File: src/include/periph_macros.svh
// Bus widths, address window and UART defaults for the peripheral.
// The window is 64 KB and only address bits [5:2] select a register,
// so the four registers alias across the rest of the window.
// Offsets are word offsets, not byte addresses.
`ifndef PERIPH_MACROS_SVH
`define PERIPH_MACROS_SVH

`define PERIPH_ADDR_W 32
`define PERIPH_DATA_W 32

`define PERIPH_BASE 32'h43c0_0000
`define PERIPH_MASK 32'hffff_0000

`define PERIPH_OFF_TXDATA  4'h0
`define PERIPH_OFF_STATUS  4'h1
`define PERIPH_OFF_BAUD    4'h2
`define PERIPH_OFF_SCRATCH 4'h3

`define PERIPH_FIFO_DEPTH 8

// bit time is BAUD_DIV+1 clock cycles
`define PERIPH_BAUD_RST 16'd4

`endif

File: src/verilog/periph_pkg.sv
// Types shared by the AXI4-Lite slave, the register file and the UART path.
// Response codes follow AXI4-Lite; only OKAY and SLVERR are produced.
`include "periph_macros.svh"

package periph_pkg;

    typedef logic [`PERIPH_ADDR_W-1:0]   axil_addr_t;
    typedef logic [`PERIPH_DATA_W-1:0]   axil_data_t;
    typedef logic [`PERIPH_DATA_W/8-1:0] axil_strb_t;
    typedef logic [1:0]                  axil_resp_t;
    typedef logic [3:0]                  reg_off_t;
    typedef logic [7:0]                  uart_byte_t;
    typedef logic [15:0]                 baud_div_t;

    localparam axil_resp_t RESP_OKAY   = 2'b00;
    localparam axil_resp_t RESP_SLVERR = 2'b10;

    typedef struct packed {
        axil_addr_t awaddr;
        logic       awvalid;
        axil_data_t wdata;
        axil_strb_t wstrb;
        logic       wvalid;
        logic       bready;
        axil_addr_t araddr;
        logic       arvalid;
        logic       rready;
    } axil_req_t;

    typedef struct packed {
        logic       awready;
        logic       wready;
        axil_resp_t bresp;
        logic       bvalid;
        logic       arready;
        axil_data_t rdata;
        axil_resp_t rresp;
        logic       rvalid;
    } axil_rsp_t;

    typedef struct packed {
        logic       wr;
        logic       rd;
        reg_off_t   off;
        axil_data_t wdata;
        axil_strb_t wstrb;
    } reg_cmd_t;

    typedef struct packed {
        axil_data_t rdata;
        logic       err;
    } reg_rsp_t;

    typedef enum logic [1:0] {
        S_IDLE,
        S_WRESP,
        S_RRESP
    } slave_state_e;

endpackage

File: src/verilog/tx_fifo.sv
// Synchronous byte FIFO, first-word fall-through on data_o.
// Pushes while full and pops while empty are ignored.
`timescale 1ns/1ps
`include "periph_macros.svh"

module tx_fifo (
    input  logic                   clk_i,
    input  logic                   rst_n_i,
    input  logic                   push_i,
    input  periph_pkg::uart_byte_t data_i,
    input  logic                   pop_i,
    output periph_pkg::uart_byte_t data_o,
    output logic                   full_o,
    output logic                   empty_o
);
    import periph_pkg::*;

    localparam int DEPTH = `PERIPH_FIFO_DEPTH;
    localparam int PTR_W = $clog2(DEPTH);
    localparam int CNT_W = $clog2(DEPTH + 1);

    uart_byte_t       mem_q [DEPTH];
    logic [PTR_W-1:0] wr_ptr_q;
    logic [PTR_W-1:0] rd_ptr_q;
    logic [CNT_W-1:0] count_q;
    logic             do_push;
    logic             do_pop;

    assign do_push = push_i && !full_o;
    assign do_pop  = pop_i && !empty_o;

    always_ff @(posedge clk_i) begin
        if (do_push) begin
            mem_q[wr_ptr_q] <= data_i;
        end
    end

    always_ff @(posedge clk_i or negedge rst_n_i) begin
        if (!rst_n_i) begin
            wr_ptr_q <= '0;
            rd_ptr_q <= '0;
            count_q  <= '0;
        end else begin
            if (do_push) begin
                wr_ptr_q <= (wr_ptr_q == PTR_W'(DEPTH - 1)) ? '0 : wr_ptr_q + 1'b1;
            end
            if (do_pop) begin
                rd_ptr_q <= (rd_ptr_q == PTR_W'(DEPTH - 1)) ? '0 : rd_ptr_q + 1'b1;
            end
            case ({do_push, do_pop})
                2'b10:   count_q <= count_q + 1'b1;
                2'b01:   count_q <= count_q - 1'b1;
                default: count_q <= count_q; // both or neither.
            endcase
        end
    end

    assign data_o  = mem_q[rd_ptr_q];
    assign full_o  = count_q == CNT_W'(DEPTH);
    assign empty_o = count_q == '0;

endmodule

File: src/verilog/baud_timer.sv
// Bit-time counter. One tick every div_i+1 cycles while enabled.
// Disabling clears the count, so the first tick comes a full bit after enable.
`timescale 1ns/1ps

module baud_timer (
    input  logic                  clk_i,
    input  logic                  rst_n_i,
    input  logic                  en_i,
    input  periph_pkg::baud_div_t div_i,
    output logic                  tick_o
);
    import periph_pkg::*;

    baud_div_t cnt_q;

    assign tick_o = en_i && (cnt_q == div_i);

    always_ff @(posedge clk_i or negedge rst_n_i) begin
        if (!rst_n_i) begin
            cnt_q <= '0;
        end else if (!en_i || tick_o) begin
            cnt_q <= '0; // hold or wrap.
        end else begin
            cnt_q <= cnt_q + 1'b1;
        end
    end

endmodule

File: src/verilog/uart_tx_shifter.sv
// 8N1 transmitter, LSB first, line idle high.
// Between back-to-back frames the line stays high one extra clock cycle.
// Lowering BAUD_DIV mid-frame below the running count stretches that bit.
`timescale 1ns/1ps

module uart_tx_shifter (
    input  logic                   clk_i,
    input  logic                   rst_n_i,
    input  logic                   fifo_empty_i,
    input  periph_pkg::uart_byte_t fifo_data_i,
    output logic                   pop_o,
    input  logic                   tick_i,
    output logic                   timer_en_o,
    output logic                   busy_o,
    output logic                   tx_o
);

    logic [9:0] shift_q;
    logic [3:0] bit_cnt_q;
    logic       busy_q;

    assign pop_o = !busy_q && !fifo_empty_i;

    always_ff @(posedge clk_i or negedge rst_n_i) begin
        if (!rst_n_i) begin
            shift_q   <= '1;
            bit_cnt_q <= '0;
            busy_q    <= 1'b0;
        end else if (pop_o) begin
            shift_q   <= {1'b1, fifo_data_i, 1'b0}; // stop, data, start.
            bit_cnt_q <= '0;
            busy_q    <= 1'b1;
        end else if (busy_q && tick_i) begin
            shift_q <= {1'b1, shift_q[9:1]}; // ones fill in, line ends high.
            if (bit_cnt_q == 4'd9) begin
                busy_q <= 1'b0;
            end else begin
                bit_cnt_q <= bit_cnt_q + 1'b1;
            end
        end
    end

    assign timer_en_o = busy_q;
    assign busy_o     = busy_q;
    assign tx_o       = shift_q[0];

endmodule

File: src/verilog/periph_regs.sv
// Register file. Answers each command in the same cycle.
// TXDATA reads as 0; a TXDATA write with wstrb[0] clear is accepted but pushes nothing.
// STATUS: bit0 FIFO full, bit1 FIFO empty, bit2 transmitter busy.
`timescale 1ns/1ps
`include "periph_macros.svh"

module periph_regs (
    input  logic                   clk_i,
    input  logic                   rst_n_i,
    input  periph_pkg::reg_cmd_t   reg_cmd_i,
    output periph_pkg::reg_rsp_t   reg_rsp_o,
    input  logic                   fifo_full_i,
    input  logic                   fifo_empty_i,
    input  logic                   tx_busy_i,
    output logic                   push_o,
    output periph_pkg::uart_byte_t push_data_o,
    output periph_pkg::baud_div_t  baud_div_o
);
    import periph_pkg::*;

    baud_div_t  baud_q;
    axil_data_t scratch_q;
    axil_data_t status_w;
    logic       access;

    assign access   = reg_cmd_i.wr || reg_cmd_i.rd;
    assign status_w = axil_data_t'({tx_busy_i, fifo_empty_i, fifo_full_i});

    always_comb begin
        reg_rsp_o = '0;
        push_o    = 1'b0;
        case (reg_cmd_i.off)
            `PERIPH_OFF_TXDATA: begin
                reg_rsp_o.err = reg_cmd_i.wr && fifo_full_i; // byte is dropped.
                push_o        = reg_cmd_i.wr && !fifo_full_i && reg_cmd_i.wstrb[0];
            end
            `PERIPH_OFF_STATUS: begin
                reg_rsp_o.rdata = status_w;
                reg_rsp_o.err   = reg_cmd_i.wr; // read only.
            end
            `PERIPH_OFF_BAUD:    reg_rsp_o.rdata = axil_data_t'(baud_q);
            `PERIPH_OFF_SCRATCH: reg_rsp_o.rdata = scratch_q;
            default:             reg_rsp_o.err   = access;
        endcase
        if (reg_rsp_o.err) begin
            reg_rsp_o.rdata = '0;
        end
    end

    always_ff @(posedge clk_i or negedge rst_n_i) begin
        if (!rst_n_i) begin
            baud_q    <= `PERIPH_BAUD_RST;
            scratch_q <= '0;
        end else if (reg_cmd_i.wr) begin
            if (reg_cmd_i.off == `PERIPH_OFF_BAUD) begin
                for (int i = 0; i < $bits(baud_div_t) / 8; i++) begin
                    if (reg_cmd_i.wstrb[i]) begin
                        baud_q[i*8 +: 8] <= reg_cmd_i.wdata[i*8 +: 8];
                    end
                end
            end
            if (reg_cmd_i.off == `PERIPH_OFF_SCRATCH) begin
                for (int i = 0; i < $bits(axil_strb_t); i++) begin
                    if (reg_cmd_i.wstrb[i]) begin
                        scratch_q[i*8 +: 8] <= reg_cmd_i.wdata[i*8 +: 8];
                    end
                end
            end
        end
    end

    assign push_data_o = reg_cmd_i.wdata[7:0];
    assign baud_div_o  = baud_q;

endmodule

File: src/verilog/axil_slave_fsm.sv
// AXI4-Lite slave for a single 64 KB window, one transaction at a time.
// A write needs awvalid and wvalid together; awready/wready rise with them.
// Reads wait while any write channel is valid, so writes win.
// Out-of-window accesses never reach the register file and get SLVERR.
`timescale 1ns/1ps
`include "periph_macros.svh"

module axil_slave_fsm (
    input  logic                  clk_i,
    input  logic                  rst_n_i,
    input  periph_pkg::axil_req_t axil_req_i,
    output periph_pkg::axil_rsp_t axil_rsp_o,
    output periph_pkg::reg_cmd_t  reg_cmd_o,
    input  periph_pkg::reg_rsp_t  reg_rsp_i
);
    import periph_pkg::*;

    slave_state_e state_q;
    slave_state_e state_d;
    logic         wr_acc;
    logic         rd_acc;
    logic         aw_hit;
    logic         ar_hit;
    axil_resp_t   bresp_q;
    axil_resp_t   rresp_q;
    axil_data_t   rdata_q;

    assign aw_hit = (axil_req_i.awaddr & `PERIPH_MASK) == `PERIPH_BASE;
    assign ar_hit = (axil_req_i.araddr & `PERIPH_MASK) == `PERIPH_BASE;

    assign wr_acc = (state_q == S_IDLE) && axil_req_i.awvalid && axil_req_i.wvalid;
    assign rd_acc = (state_q == S_IDLE) && axil_req_i.arvalid
                    && !axil_req_i.awvalid && !axil_req_i.wvalid; // write first.

    always_comb begin
        reg_cmd_o.wr    = wr_acc && aw_hit;
        reg_cmd_o.rd    = rd_acc && ar_hit;
        reg_cmd_o.off   = wr_acc ? axil_req_i.awaddr[5:2] : axil_req_i.araddr[5:2];
        reg_cmd_o.wdata = axil_req_i.wdata;
        reg_cmd_o.wstrb = axil_req_i.wstrb;
    end

    always_comb begin
        state_d = state_q;
        case (state_q)
            S_IDLE: begin
                if (wr_acc) begin
                    state_d = S_WRESP;
                end else if (rd_acc) begin
                    state_d = S_RRESP;
                end
            end
            S_WRESP: begin
                if (axil_req_i.bready) begin
                    state_d = S_IDLE;
                end
            end
            S_RRESP: begin
                if (axil_req_i.rready) begin
                    state_d = S_IDLE;
                end
            end
            default: state_d = S_IDLE;
        endcase
    end

    always_ff @(posedge clk_i or negedge rst_n_i) begin
        if (!rst_n_i) begin
            state_q <= S_IDLE;
        end else begin
            state_q <= state_d;
        end
    end

    // response held until the master takes it.
    always_ff @(posedge clk_i) begin
        if (wr_acc) begin
            bresp_q <= (aw_hit && !reg_rsp_i.err) ? RESP_OKAY : RESP_SLVERR;
        end
        if (rd_acc) begin
            rresp_q <= (ar_hit && !reg_rsp_i.err) ? RESP_OKAY : RESP_SLVERR;
            rdata_q <= (ar_hit && !reg_rsp_i.err) ? reg_rsp_i.rdata : '0;
        end
    end

    always_comb begin
        axil_rsp_o.awready = wr_acc;
        axil_rsp_o.wready  = wr_acc;
        axil_rsp_o.bresp   = bresp_q;
        axil_rsp_o.bvalid  = state_q == S_WRESP;
        axil_rsp_o.arready = rd_acc;
        axil_rsp_o.rdata   = rdata_q;
        axil_rsp_o.rresp   = rresp_q;
        axil_rsp_o.rvalid  = state_q == S_RRESP;
    end

endmodule

File: src/verilog/periph_top.sv
// UART transmitter peripheral behind one AXI4-Lite slave port.
// Single clock domain; the master must run on clk_i.
`timescale 1ns/1ps

module periph_top (
    input  logic                  clk_i,
    input  logic                  rst_n_i,
    input  periph_pkg::axil_req_t axil_req_i,
    output periph_pkg::axil_rsp_t axil_rsp_o,
    output logic                  uart_tx_o
);
    import periph_pkg::*;

    reg_cmd_t   reg_cmd;
    reg_rsp_t   reg_rsp;
    logic       push;
    uart_byte_t push_data;
    baud_div_t  baud_div;
    logic       fifo_full;
    logic       fifo_empty;
    uart_byte_t fifo_data;
    logic       pop;
    logic       tick;
    logic       timer_en;
    logic       tx_busy;

    axil_slave_fsm i_axil_slave_fsm (
        .clk_i     (clk_i),
        .rst_n_i   (rst_n_i),
        .axil_req_i(axil_req_i),
        .axil_rsp_o(axil_rsp_o),
        .reg_cmd_o (reg_cmd),
        .reg_rsp_i (reg_rsp)
    );

    periph_regs i_periph_regs (
        .clk_i       (clk_i),
        .rst_n_i     (rst_n_i),
        .reg_cmd_i   (reg_cmd),
        .reg_rsp_o   (reg_rsp),
        .fifo_full_i (fifo_full),
        .fifo_empty_i(fifo_empty),
        .tx_busy_i   (tx_busy),
        .push_o      (push),
        .push_data_o (push_data),
        .baud_div_o  (baud_div)
    );

    tx_fifo i_tx_fifo (
        .clk_i  (clk_i),
        .rst_n_i(rst_n_i),
        .push_i (push),
        .data_i (push_data),
        .pop_i  (pop),
        .data_o (fifo_data),
        .full_o (fifo_full),
        .empty_o(fifo_empty)
    );

    baud_timer i_baud_timer (
        .clk_i  (clk_i),
        .rst_n_i(rst_n_i),
        .en_i   (timer_en),
        .div_i  (baud_div),
        .tick_o (tick)
    );

    uart_tx_shifter i_uart_tx_shifter (
        .clk_i       (clk_i),
        .rst_n_i     (rst_n_i),
        .fifo_empty_i(fifo_empty),
        .fifo_data_i (fifo_data),
        .pop_o       (pop),
        .tick_i      (tick),
        .timer_en_o  (timer_en),
        .busy_o      (tx_busy),
        .tx_o        (uart_tx_o)
    );

endmodule

File: config.mk
export PLATFORM = sky130hd
export DESIGN_NAME = periph_top
export DESIGN_NICKNAME = d
export VERILOG_FILES = /design/src/verilog/periph_pkg.sv /design/src/verilog/tx_fifo.sv /design/src/verilog/baud_timer.sv /design/src/verilog/uart_tx_shifter.sv /design/src/verilog/periph_regs.sv /design/src/verilog/axil_slave_fsm.sv /design/src/verilog/periph_top.sv
export VERILOG_INCLUDE_DIRS = /design/src /design/src/include
export SDC_FILE = /design/constraint.sdc
export NUM_CORES = 1
export LEC_CHECK = 0
export BUFFER_PORTS_ARGS = -buffer_cell sky130_fd_sc_hd__buf_2
export CAP_MARGIN = 20
export CORE_AREA = 2 2 90 178
export DETAILED_ROUTE_END_ITERATION = 7
export DIE_AREA = 0 0 92 180
export PLACE_DENSITY = 0.88
export SYNTH_ARGS = -nofsm -noshare
export SYNTH_HDL_FRONTEND = slang
export SYNTH_SLANG_ARGS = --single-unit
File: constraint.sdc
create_clock -name clk_i -period 3.8 [get_ports clk_i]
set_input_delay 0.19 -clock clk_i [delete_from_list [all_inputs] [get_ports clk_i]]
set_output_delay 0.19 -clock clk_i [all_outputs]
set_load 0.03 [all_outputs]
Word level (Yosys, flattened, before mapping)
Memories as Yosys holds them, arrays and structs flattened. Index checks and enable logic that the tools add are counted.

Add/sub/neg operators: 6. Equality and inequality tests: 18. Muxes and demuxes: 25. Bitwise logic cells: 1. Reduce and logical (&&, ||, !) cells: 42.

Operators with widths (number): 32-bit case mux with 3 select lines (1); 16-bit by 15-bit == test with 1-bit output, second input constant (2); 3-bit AND reduction (7); 10-bit two-way mux (2); 1-bit logical AND (17); 16-bit by 1-bit adder with 16-bit output, second input constant (1); 16-bit == test (1); 16-bit two-way mux (1); 4-bit two-way mux (4); 2-bit two-way mux (6); 4-bit by 1-bit adder with 4-bit output, second input constant (2); 4-bit by 2-bit == test with 1-bit output, second input constant (2); 4-bit == test, second input constant (2); 4-bit logical NOT (2); 4-bit case mux with 2 select lines (1); 3-bit by 1-bit adder with 3-bit output, second input constant (2); 3-bit == test, second input constant (2); 1-bit logical NOT (6); 1-bit two-way mux (6); 3-bit two-way mux (2); 2-bit != test, second input constant (3); 2-bit case mux with 3 select lines (1); 2-bit nonzero test (3); 2-bit by 1-bit == test with 1-bit output, second input constant (2); other kinds (10) (14).

Register bits after elaboration: 127. Bits in writable memories: 64. Input port bits: 107. Output and inout bits: 42. Memories: 1.

Memory list: i_tx_fifo.mem_q (words 8, bits a word 8, rd ports 1, clocked after Yosys merged registers in 0, write ports 1, RTL line tx_fifo.sv:22) `uart_byte_t mem_q [DEPTH];`.

Logic depth before layout (Yosys ltp)
Gate-level depths: netlist (run 1).

Depth in word-level cells: 11. Gate-level depth with buffers: 13. Mapped depth without buffers: 12.

Modules after synthesis
A second synthesis (run 1) with hierarchy kept.

Cells, all modules: 651. Area, all modules: 9346.5 um^2.

By module, submodules not included: tx_fifo (instances 1, cells each 163, area each 3216.8 um^2, seq. area each 2172.1 um^2); periph_regs (instances 1, cells each 173, area each 2374.8 um^2, seq. area each 1202.4 um^2); axil_slave_fsm (instances 1, cells each 149, area each 2045.7 um^2, seq. area each 1071.0 um^2); baud_timer (instances 1, cells each 101, area each 994.7 um^2, seq. area each 400.4 um^2); uart_tx_shifter (instances 1, cells each 65, area each 714.4 um^2, seq. area each 361.6 um^2).

Worst setup path before layout (run 1)
Ideal clock, no wire load.

Path kind: register -> output. Start: reg i_axil_slave_fsm.state_q[0]. End: out axil_rsp_o[35] (netlist name). Arrival time: 2880 ps. Required time: 3610 ps. Slack: 730 ps. Stages on the path, launching flop included: 4. Cells stage by stage: dfrtp_1 > or4b_2 > nor2_1 > buf_4.

Word-level cells in the longest chain between the ends: 4.

Ends and longest elaborated chain: from (decl) (RTL line axil_slave_fsm.sv:18) `slave_state_e state_q;`; from (signal assigned) (RTL line axil_slave_fsm.sv:71) `state_q <= state_d;`; 2-bit logical NOT (RTL line axil_slave_fsm.sv:32) `assign rd_acc = (state_q == S_IDLE) && axil_req_i.arvalid`; 1-bit logical AND (RTL line axil_slave_fsm.sv:32); 1-bit logical AND (2 in a row) (RTL line axil_slave_fsm.sv:33) `&& !axil_req_i.awvalid && !axil_req_i.wvalid;`; to (decl) (RTL line periph_top.sv:9) `output periph_pkg::axil_rsp_t axil_rsp_o,`.

Every way passes these cells.

Worst setup path in the final report (run 1)
Start: reg i_axil_slave_fsm.state_q[1]. End: reg i_tx_fifo.count_q[2].

Word-level cells in the longest chain between the ends: 10. Elaborated cells on any way between the ends: 14.

Ends and longest elaborated chain: 2-bit logical NOT (*) (RTL line axil_slave_fsm.sv:31) `assign wr_acc = (state_q == S_IDLE) && axil_req_i.awvalid && axil_req_i.wvalid;`; 1-bit logical AND (*) (2 in a row) (RTL line axil_slave_fsm.sv:31); parallel branches: the longest is 3 deep, another holds 4-bit two-way mux; 1-bit two-way mux (*) (RTL line periph_regs.sv:32) `case (reg_cmd_i.off)`; 1-bit logical AND (*) (RTL line tx_fifo.sv:29) `assign do_push = push_i && !full_o;`; 2-bit by 1-bit == test with 1-bit output or 2-bit == test (tied branches) (RTL line tx_fifo.sv:50) `case ({do_push, do_pop})`; 4-bit case mux with 2 select lines or 2-bit nonzero test (tied branches); to (signal assigned) (RTL line tx_fifo.sv:51) `2'b10: count_q <= count_q + 1'b1;`; to (signal assigned) (RTL line tx_fifo.sv:52) `2'b01: count_q <= count_q - 1'b1;`; to (signal assigned) (RTL line tx_fifo.sv:53) `default: count_q <= count_q;`; to (decl) (RTL line tx_fifo.sv:25) `logic [CNT_W-1:0] count_q;`.

Mark *: on every way between the ends. A chain may end at the register's enable or synchronous reset.

==> impl_metrics.py, run 1 <==
metrics = {
    "cells_and_area": {
        "nets": 837,
        "drive_above_1_share_pct": 37.5,
        "num-fill-cells": 1054,
        "final_cell_mix": "buf_2, edfxtp_1, dfrtp_1",
        "fin_area_mm2": 0.0100,
        "final_cells": 932,
        "area.growth.synth_to_final_pct": 19.9,
        "final_common_cell": "buf_2",
    },
    "clocking": {
        "cts_htree_levels": 4,
        "post_cts_buffers": 0,
        "cts_tree": "built",
        "clk_latency_ns": 0.43,
        "cts_buffers": 17,
        "post_cts_resized": 0,
        "cts.path.max_buffers": 2,
        "cts.reportedPaths.clkPinSlew_ns": 0.07,
        "cts_hold_buf": 20,
        "cts_sinks": 188,
        "root_buffer": "clkbuf_16",
    },
    "flow_run": {
        "drv_cap": 0,
    },
    "routing": {
        "drtIter0Drc": 505,
        "num_vias": 5608,
        "postRouteAntennaNets": 0,
        "via_per_inst": 6.02,
        "drc_errors": 0,
        "wirelength_mm": 20.9,
        "dr.pass1.iters": 5,
        "wire_per_inst_um": 22.5,
    },
    "place": {
        "dp_cells": 878,
        "gp_congestion": 0.855,
        "placed_area_mm2": 0.00916,
        "portBuffers": 122,
        "post-dp-hpwl_mm": 14.1,
    },
    "floorplanning": {
        "initial_utilization_pct": 54.8,
        "dieArea_mm2": 0.0166,
        "num_rows": 64,
        "fp.dieW_um": 92,
        "die_h_um": 180,
        "core_area_mm2": 0.0152,
        "io-pin-count": 149,
    },
    "synthesis": {
        "synth_async_sr_flop_share_pct": 47.9,
        "synth_ff_type": "edfxtp_1",
        "syn_area_mm2": 0.00834,
        "syn_avg_cell_area_um2": 14.7,
        "yosys_warnings": 0,
        "synth_edf_count": 98,
        "synth-seq-area-share_pct": 62.4,
        "synthCells": 568,
        "synth_cell_types": 66,
        "ys_ff_latch": 188,
    },
    "worst_setup_path": {
        "critPathMaxFanout": 12,
        "slowest_delay_ns": 0.41,
        "worst-endpoint-required_ns": 4.11,
        "slowest_stage": "dfrtp_1",
        "cp-start-kind": "register",
        "crit_top_cell": "xor2_1",
        "critPathArrivalTime_ns": 3.30,
        "path_cells": "nand4bb_4, mux2_4, nor2_1, and4_4, inv_2, ha_1, xor2_1, ha_1, a21oi_1, xor2_1, nor2_1, xor2_1",
        "critical_path_class": "reg -> reg",
        "worst_setup_path_end_kind": "register",
    },
    "global_route": {
        "grt_pass1_vias": 6130,
        "grt_usage_pct": 25.8,
        "grt_max_degree": 63,
        "grt_pass1_wl_mm": 32.5,
        "antenna_found_initial": 1,
        "grt_overflow": 0,
    },
    "power_and_ir_drop": {
        "power.net_switching_w": 0.00141,
        "ir_drop_uv": 533,
        "seq_power_share_pct": 47.4,
        "p_int_w": 0.00376,
        "p_comb_share_pct": 16.8,
        "power_per_cell_area_mw_per_mm2": 517,
        "clkPwrFrac_pct": 35.8,
        "power.leakage_nw": 4.30,
        "swShare_pct": 27.3,
    },
    "sta": {
        "finalMaxSlewViolations": 0,
        "fin_crit_sh_pct": 78.5,
        "setup_violations": 0,
        "worst_pin_slew_ns": 0.821,
        "rsz0062_at_grt": "false",
        "fin_worst_skew_ns": 0.0123,
        "fin_tns_setup_ns": 0,
        "max_slew_margin_pct": 45.3,
        "fin_crit_ns": 2.98,
        "hold_viol_final": 0,
        "max_freq_mhz": 335,
    },
    "min_path": {
        "hp-class": "in -> reg",
    },
    "outcome": {
        "status": "finished clean",
    },
}
-- metrics by stage --
stage          hold WS (ns)  setup WS, ns  total power (W)  util, %
3_3_place_gp          0.302          1.02          0.00321     60.2
2_1_floorplan        -0.106         0.730          0.00304        -
4_1_cts            0.000104         0.835          0.00513     65.5
6_report            0.00999         0.816          0.00517     65.7
3_5_place_dp          0.312         0.855          0.00329     60.2
5_1_grt             0.00990         0.689          0.00533     65.7
-- critical path: cells and delay by family (launching register included) --
family	cells	cell delay [ns]
flip-flops	1	0.41
adder cells (fa/ha/maj)	2	0.45
buffers and inverters	1	0.09
multiplexers	1	0.40
XOR/XNOR	3	0.52
AND/OR/NAND/NOR	4	0.84
AO/OA/AOI/OAI	1	0.16
-- cell families after synthesis --
kind of cell,share of synthesized area (%)
DFF,62.4
and+or+nand+nor,11.5
muxes,13.3
AOI/OAI and AO/OA,4.99
buffers and inverters,2.62
xor gates and xnor gates,3.67
adders and majority gates,1.50
other,0.0449
-- metal layers --
layer / vias up / wire, um / track usage (%)
li1: 2443 / - / -
met1: 2845 / 6850 / 25.4
met2: 269 / 12100 / 49.3
met3: 51 / 1100 / 5.41
met4: 0 / 880 / 12.7
met5: - / 0 / 0
-- final cells by class --
| class | count | area, um^2 | area share, % |
|---|---|---|---|
| Sequential cell | 188 | 5210 | 52.1 |
| Multi-Input combinational cell | 343 | 2930 | 29.3 |
| Timing Repair Buffer | 159 | 961 | 9.61 |
| Clock buffer | 17 | 425 | 4.25 |
| Tap cell | 198 | 248 | 2.48 |
| Clock inverter | 15 | 186 | 1.86 |
| Inverter | 11 | 41.3 | 0.413 |
| Antenna cell | 1 | 2.50 | 0.0250 |
-- sequential cells by signal, indices dropped and copies added, names as in the netlist --
signal                       flops
i_axil_slave_fsm.bresp_q         1
i_axil_slave_fsm.rdata_q        32
i_axil_slave_fsm.rresp_q         1
i_axil_slave_fsm.state_q         2
i_baud_timer.cnt_q              16
i_periph_regs.baud_div_o        16
i_periph_regs.scratch_q         32
i_tx_fifo.count_q                4
i_tx_fifo.mem_q                 64
i_tx_fifo.rd_ptr_q               3
i_tx_fifo.wr_ptr_q               3
i_uart_tx_shifter.bit_cnt_q      4
i_uart_tx_shifter.busy_o         1
i_uart_tx_shifter.shift_q        9
-- cells in the mapped netlist (8+ instances only) --
library cell | instances | area [um^2]
edfxtp_1 | 98 | 2940
dfrtp_1 | 80 | 2000
nor2_1 | 50 | 188
mux2_2 | 38 | 428
xor2_1 | 26 | 228
and3_1 | 20 | 125
nand2_1 | 18 | 67.6
mux2_4 | 17 | 255
mux4_2 | 16 | 360
nand3_1 | 14 | 70.1
a22oi_1 | 13 | 97.6
dfstp_2 | 10 | 263
ha_1 | 10 | 125
inv_1 | 10 | 37.5
xnor2_1 | 9 | 78.8
clkbuf_1 | 8 | 30.0
nor3_1 | 8 | 40.0
o22ai_1 | 8 | 50.1
-- power groups by stage --
stage / logic (W) / clock network (W) / registers (W)
2_1_floorplan: 0.000623 / 0 / 0.00241
3_3_place_gp: 0.000712 / 0 / 0.00250
3_5_place_dp: 0.000772 / 0 / 0.00252
4_1_cts: 0.000795 / 0.00185 / 0.00248
5_1_grt: 0.000931 / 0.00193 / 0.00247
6_report: 0.000870 / 0.00185 / 0.00245
-- path summary, 6_finish.rpt --
| kind | depth (start not counted) | slack (ns) | from | to |
|---|---|---|---|---|
| worst max-delay path | 12 | 0.82 | i_axil_slave_fsm.state_q[1] | i_tx_fifo.count_q[2] |
| worst min-delay path | 2 | 0.01 | axil_req_i[49] | i_periph_regs.scratch_q[9] |
| worst max register to register | 12 | 0.82 | i_axil_slave_fsm.state_q[1] | i_tx_fifo.count_q[2] |
| worst min register to register | 2 | 0.48 | i_uart_tx_shifter.shift_q[0] | i_uart_tx_shifter.shift_q[0] |
| max in group asynchronous | 3 | 2.46 | rst_n_i | i_uart_tx_shifter.shift_q[3] |
| min in group asynchronous | 2 | 0.39 | rst_n_i | i_periph_regs.scratch_q[9] |
Power figures use the tool's default switching activity.
==> run 2: changes to the inputs <==
--- a/config.mk
+++ b/config.mk
@@ -8,10 +8,10 @@
 export LEC_CHECK = 0
 export BUFFER_PORTS_ARGS = -buffer_cell sky130_fd_sc_hd__buf_2
 export CAP_MARGIN = 20
-export CORE_AREA = 2 2 90 178
+export CORE_AREA = 2 2 95 188
 export DETAILED_ROUTE_END_ITERATION = 7
-export DIE_AREA = 0 0 92 180
-export PLACE_DENSITY = 0.88
+export DIE_AREA = 0 0 97 190
+export PLACE_DENSITY = 0.83
 export SYNTH_ARGS = -nofsm -noshare
 export SYNTH_HDL_FRONTEND = slang
 export SYNTH_SLANG_ARGS = --single-unit
==> constraint.sdc (replaced) <==
create_clock -name clk_i -period 2.6 [get_ports clk_i]
set_input_delay 0.13 -clock clk_i [delete_from_list [all_inputs] [get_ports clk_i]]
set_output_delay 0.13 -clock clk_i [all_outputs]
set_load 0.03 [all_outputs]
==> impl_metrics.py, run 2 (synthesized netlist as in run 1, its figures left out) <==
metrics = {
    "outcome": {
        "status": "finished clean",
    },
    "power_and_ir_drop": {
        "swShare_pct": 26.7,
        "power_per_cell_area_mw_per_mm2": 730,
        "power.net_switching_w": 0.00198,
        "clkPwrFrac_pct": 35.1,
        "p_int_w": 0.00543,
        "seq_power_share_pct": 47.5,
        "ir_drop_uv": 495,
        "p_comb_share_pct": 17.4,
        "power.leakage_nw": 4.38,
    },
    "min_path": {
        "min_to": "i_tx_fifo.mem_q[4][7]",
        "hp-class": "in -> reg",
        "hold_start": "axil_req_i[47]",
        "whs_path_depth": 1,
    },
    "worst_setup_path": {
        "r2r_slack_ns": 0.03,
        "worst_setup_path_end_kind": "register",
        "slowest_delay_ns": 0.40,
        "cp-start-kind": "register",
        "ff2ff_path_depth": 13,
        "critical_path_class": "reg -> reg",
        "r2r-end": "i_tx_fifo.count_q[3]",
        "path_cells": "nand4bb_4, buf_6, mux2i_1, nor2_1, and4_4, inv_2, ha_1, buf_4, nand2b_1, o22ai_1, nand3b_1, a21oi_1, xor2_1",
        "critPathMaxFanout": 8,
        "rr_startpoint": "i_axil_slave_fsm.state_q[0]",
        "critPathArrivalTime_ns": 2.90,
        "slowest_stage": "dfrtp_1",
        "worst-endpoint-required_ns": 2.94,
        "critPathLaunch": "i_axil_slave_fsm.state_q[0]",
    },
    "routing": {
        "drc_errors": 0,
        "wl_met1_mm": 6.84,
        "topRoutingLayerUsed": "met4",
        "wl_met3_mm": 1.18,
        "postRouteAntennaNets": 0,
        "wire_per_inst_um": 19.4,
        "wirelength_mm": 18.6,
        "dr.pass1.iters": 7,
        "via_per_inst": 5.72,
        "num_vias": 5494,
        "routed-wl-met2_mm": 10.0,
        "drtIter0Drc": 419,
    },
    "clocking": {
        "cts_htree_levels": 4,
        "cts.reportedPaths.clkPinSlew_ns": 0.07,
        "clk_latency_ns": 0.42,
        "cts.path.max_buffers": 2,
        "cts_tree": "built",
        "cts_buffers": 17,
        "root_buffer": "clkbuf_16",
        "cts_sinks": 188,
    },
    "sta": {
        "worst_pin_slew_ns": 0.764,
        "finalMaxSlewViolations": 0,
        "hold_viol_final": 0,
        "fin_worst_skew_ns": 0.0119,
        "max_slew_margin_pct": 49.1,
        "fin_tns_setup_ns": 0,
        "fin_crit_sh_pct": 98.7,
        "fin_crit_ns": 2.57,
        "setup_violations": 0,
        "setup_ws_ns": 0.0330,
        "max_freq_mhz": 390,
    },
    "cells_and_area": {
        "final_common_cell": "buf_2",
        "top_register": "i_tx_fifo.mem_q",
        "multi_input_area_mm2": 0.00293,
        "reg.largest.list": "i_tx_fifo.mem_q (64), i_axil_slave_fsm.rdata_q (32), i_periph_regs.scratch_q (32)",
        "num-fill-cells": 1220,
        "nets": 855,
        "drive_above_1_share_pct": 38.3,
        "area.growth.synth_to_final_pct": 21.7,
        "seq_area_mm2": 0.00521,
        "diodes": 0,
        "final_cells": 961,
        "final_cell_mix": "buf_2, edfxtp_1, dfrtp_1",
        "largest_reg_flops": 64,
    },
    "global_route": {
        "grt_max_degree": 51,
        "grt_pass1_vias": 5752,
        "grt_pass1_wl_mm": 29.7,
        "grt_overflow": 0,
        "grt_usage_pct": 20.3,
        "antenna_found_initial": 0,
    },
    "place": {
        "gp_congestion": 0.857,
        "portBuffers": 122,
        "dp_cells": 900,
        "preCtsSetupSlack_ns": 0.0893,
        "post-dp-hpwl_mm": 12.8,
    },
    "floorplanning": {
        "num_rows": 68,
        "fp.dieW_um": 97,
        "initial_utilization_pct": 48.8,
        "die_h_um": 190,
        "io-pin-count": 149,
        "dieArea_mm2": 0.0184,
        "core_area_mm2": 0.0171,
    },
    "flow_run": {
        "drv_cap": 0,
    },
}
==> run 2: cell types whose count changed in the layout (fill, tap and decap cells not counted), moves of 3 or more <==
cell           previous run  this run
buf_4                    17        27
bufinv_16                 3         0
clkbuf_16                17        20
dlygate4sd3_1            20        27
==> run 2: worst max-delay path by stage <==
stage                            end  slack [ns]  cells past startpoint
5_1_grt         i_tx_fifo.count_q[3]       -0.11                     13
3_3_place_gp    i_tx_fifo.count_q[2]        0.11                     12
3_5_place_dp    i_tx_fifo.count_q[2]        0.09                     13
6_report        i_tx_fifo.count_q[3]        0.03                     13
4_1_cts         i_tx_fifo.count_q[2]        0.06                     13
2_1_floorplan  i_tx_fifo.mem_q[2][0]       -0.17                      7
==> run 2: power groups by stage <==
stage	logic, W	clock network, W	registers, W
6_report	0.00129	0.00260	0.00352
5_1_grt	0.00142	0.00276	0.00355
4_1_cts	0.00128	0.00263	0.00352
3_5_place_dp	0.00124	0	0.00358
3_3_place_gp	0.00119	0	0.00357
2_1_floorplan	0.000911	0	0.00353
==> run 2: metal layers <==
layer | track usage [%] | vias up
li1 | - | 2475
met1 | 24.0 | 2754
met2 | 35.7 | 214
met3 | 5.07 | 51
met4 | 7.58 | 0
met5 | 0 | -
==> run 2: through the flow <==
step	total power, W	util [%]	area (um^2)	hold slack, ns
after floorplan	0.00444	-	8350	-0.166
after global placement	0.00475	54.1	9260	0.191
after detailed placement	0.00482	54.1	9260	0.192
after CTS	0.00743	59.2	10100	0.0267
after global routing	0.00773	59.4	10200	0.0446
final	0.00741	59.4	10200	0.0413
==> run 2: critical path: cells and delay by family (launching register included) <==
kind,cells,cell delay [ns]
compound gates,2,0.39
flops,1,0.40
fa+ha+maj,1,0.19
xor+xnor,1,0.18
simple gates,5,0.70
mux,1,0.26
buf+inv,3,0.37
==> run 2: cell type report <==
| cell class | count | share of cell area, % |
|---|---|---|
| well taps | 210 | 2.59 |
| multi-input cells | 343 | 28.9 |
| clock inverters | 8 | 0.641 |
| inverters | 11 | 0.407 |
| flip-flops and latches | 188 | 51.3 |
| repair buffers | 177 | 10.9 |
| clock buffers | 24 | 5.28 |
==> run 2: what timing repair did <==
action | in CTS | in global routing
hold buffers | 27 | 0
buffers inserted | 0 | 2
hold endpoints to repair | 71 | 0
setup endpoints to repair | 0 | 15
gates resized for setup | 0 | 3
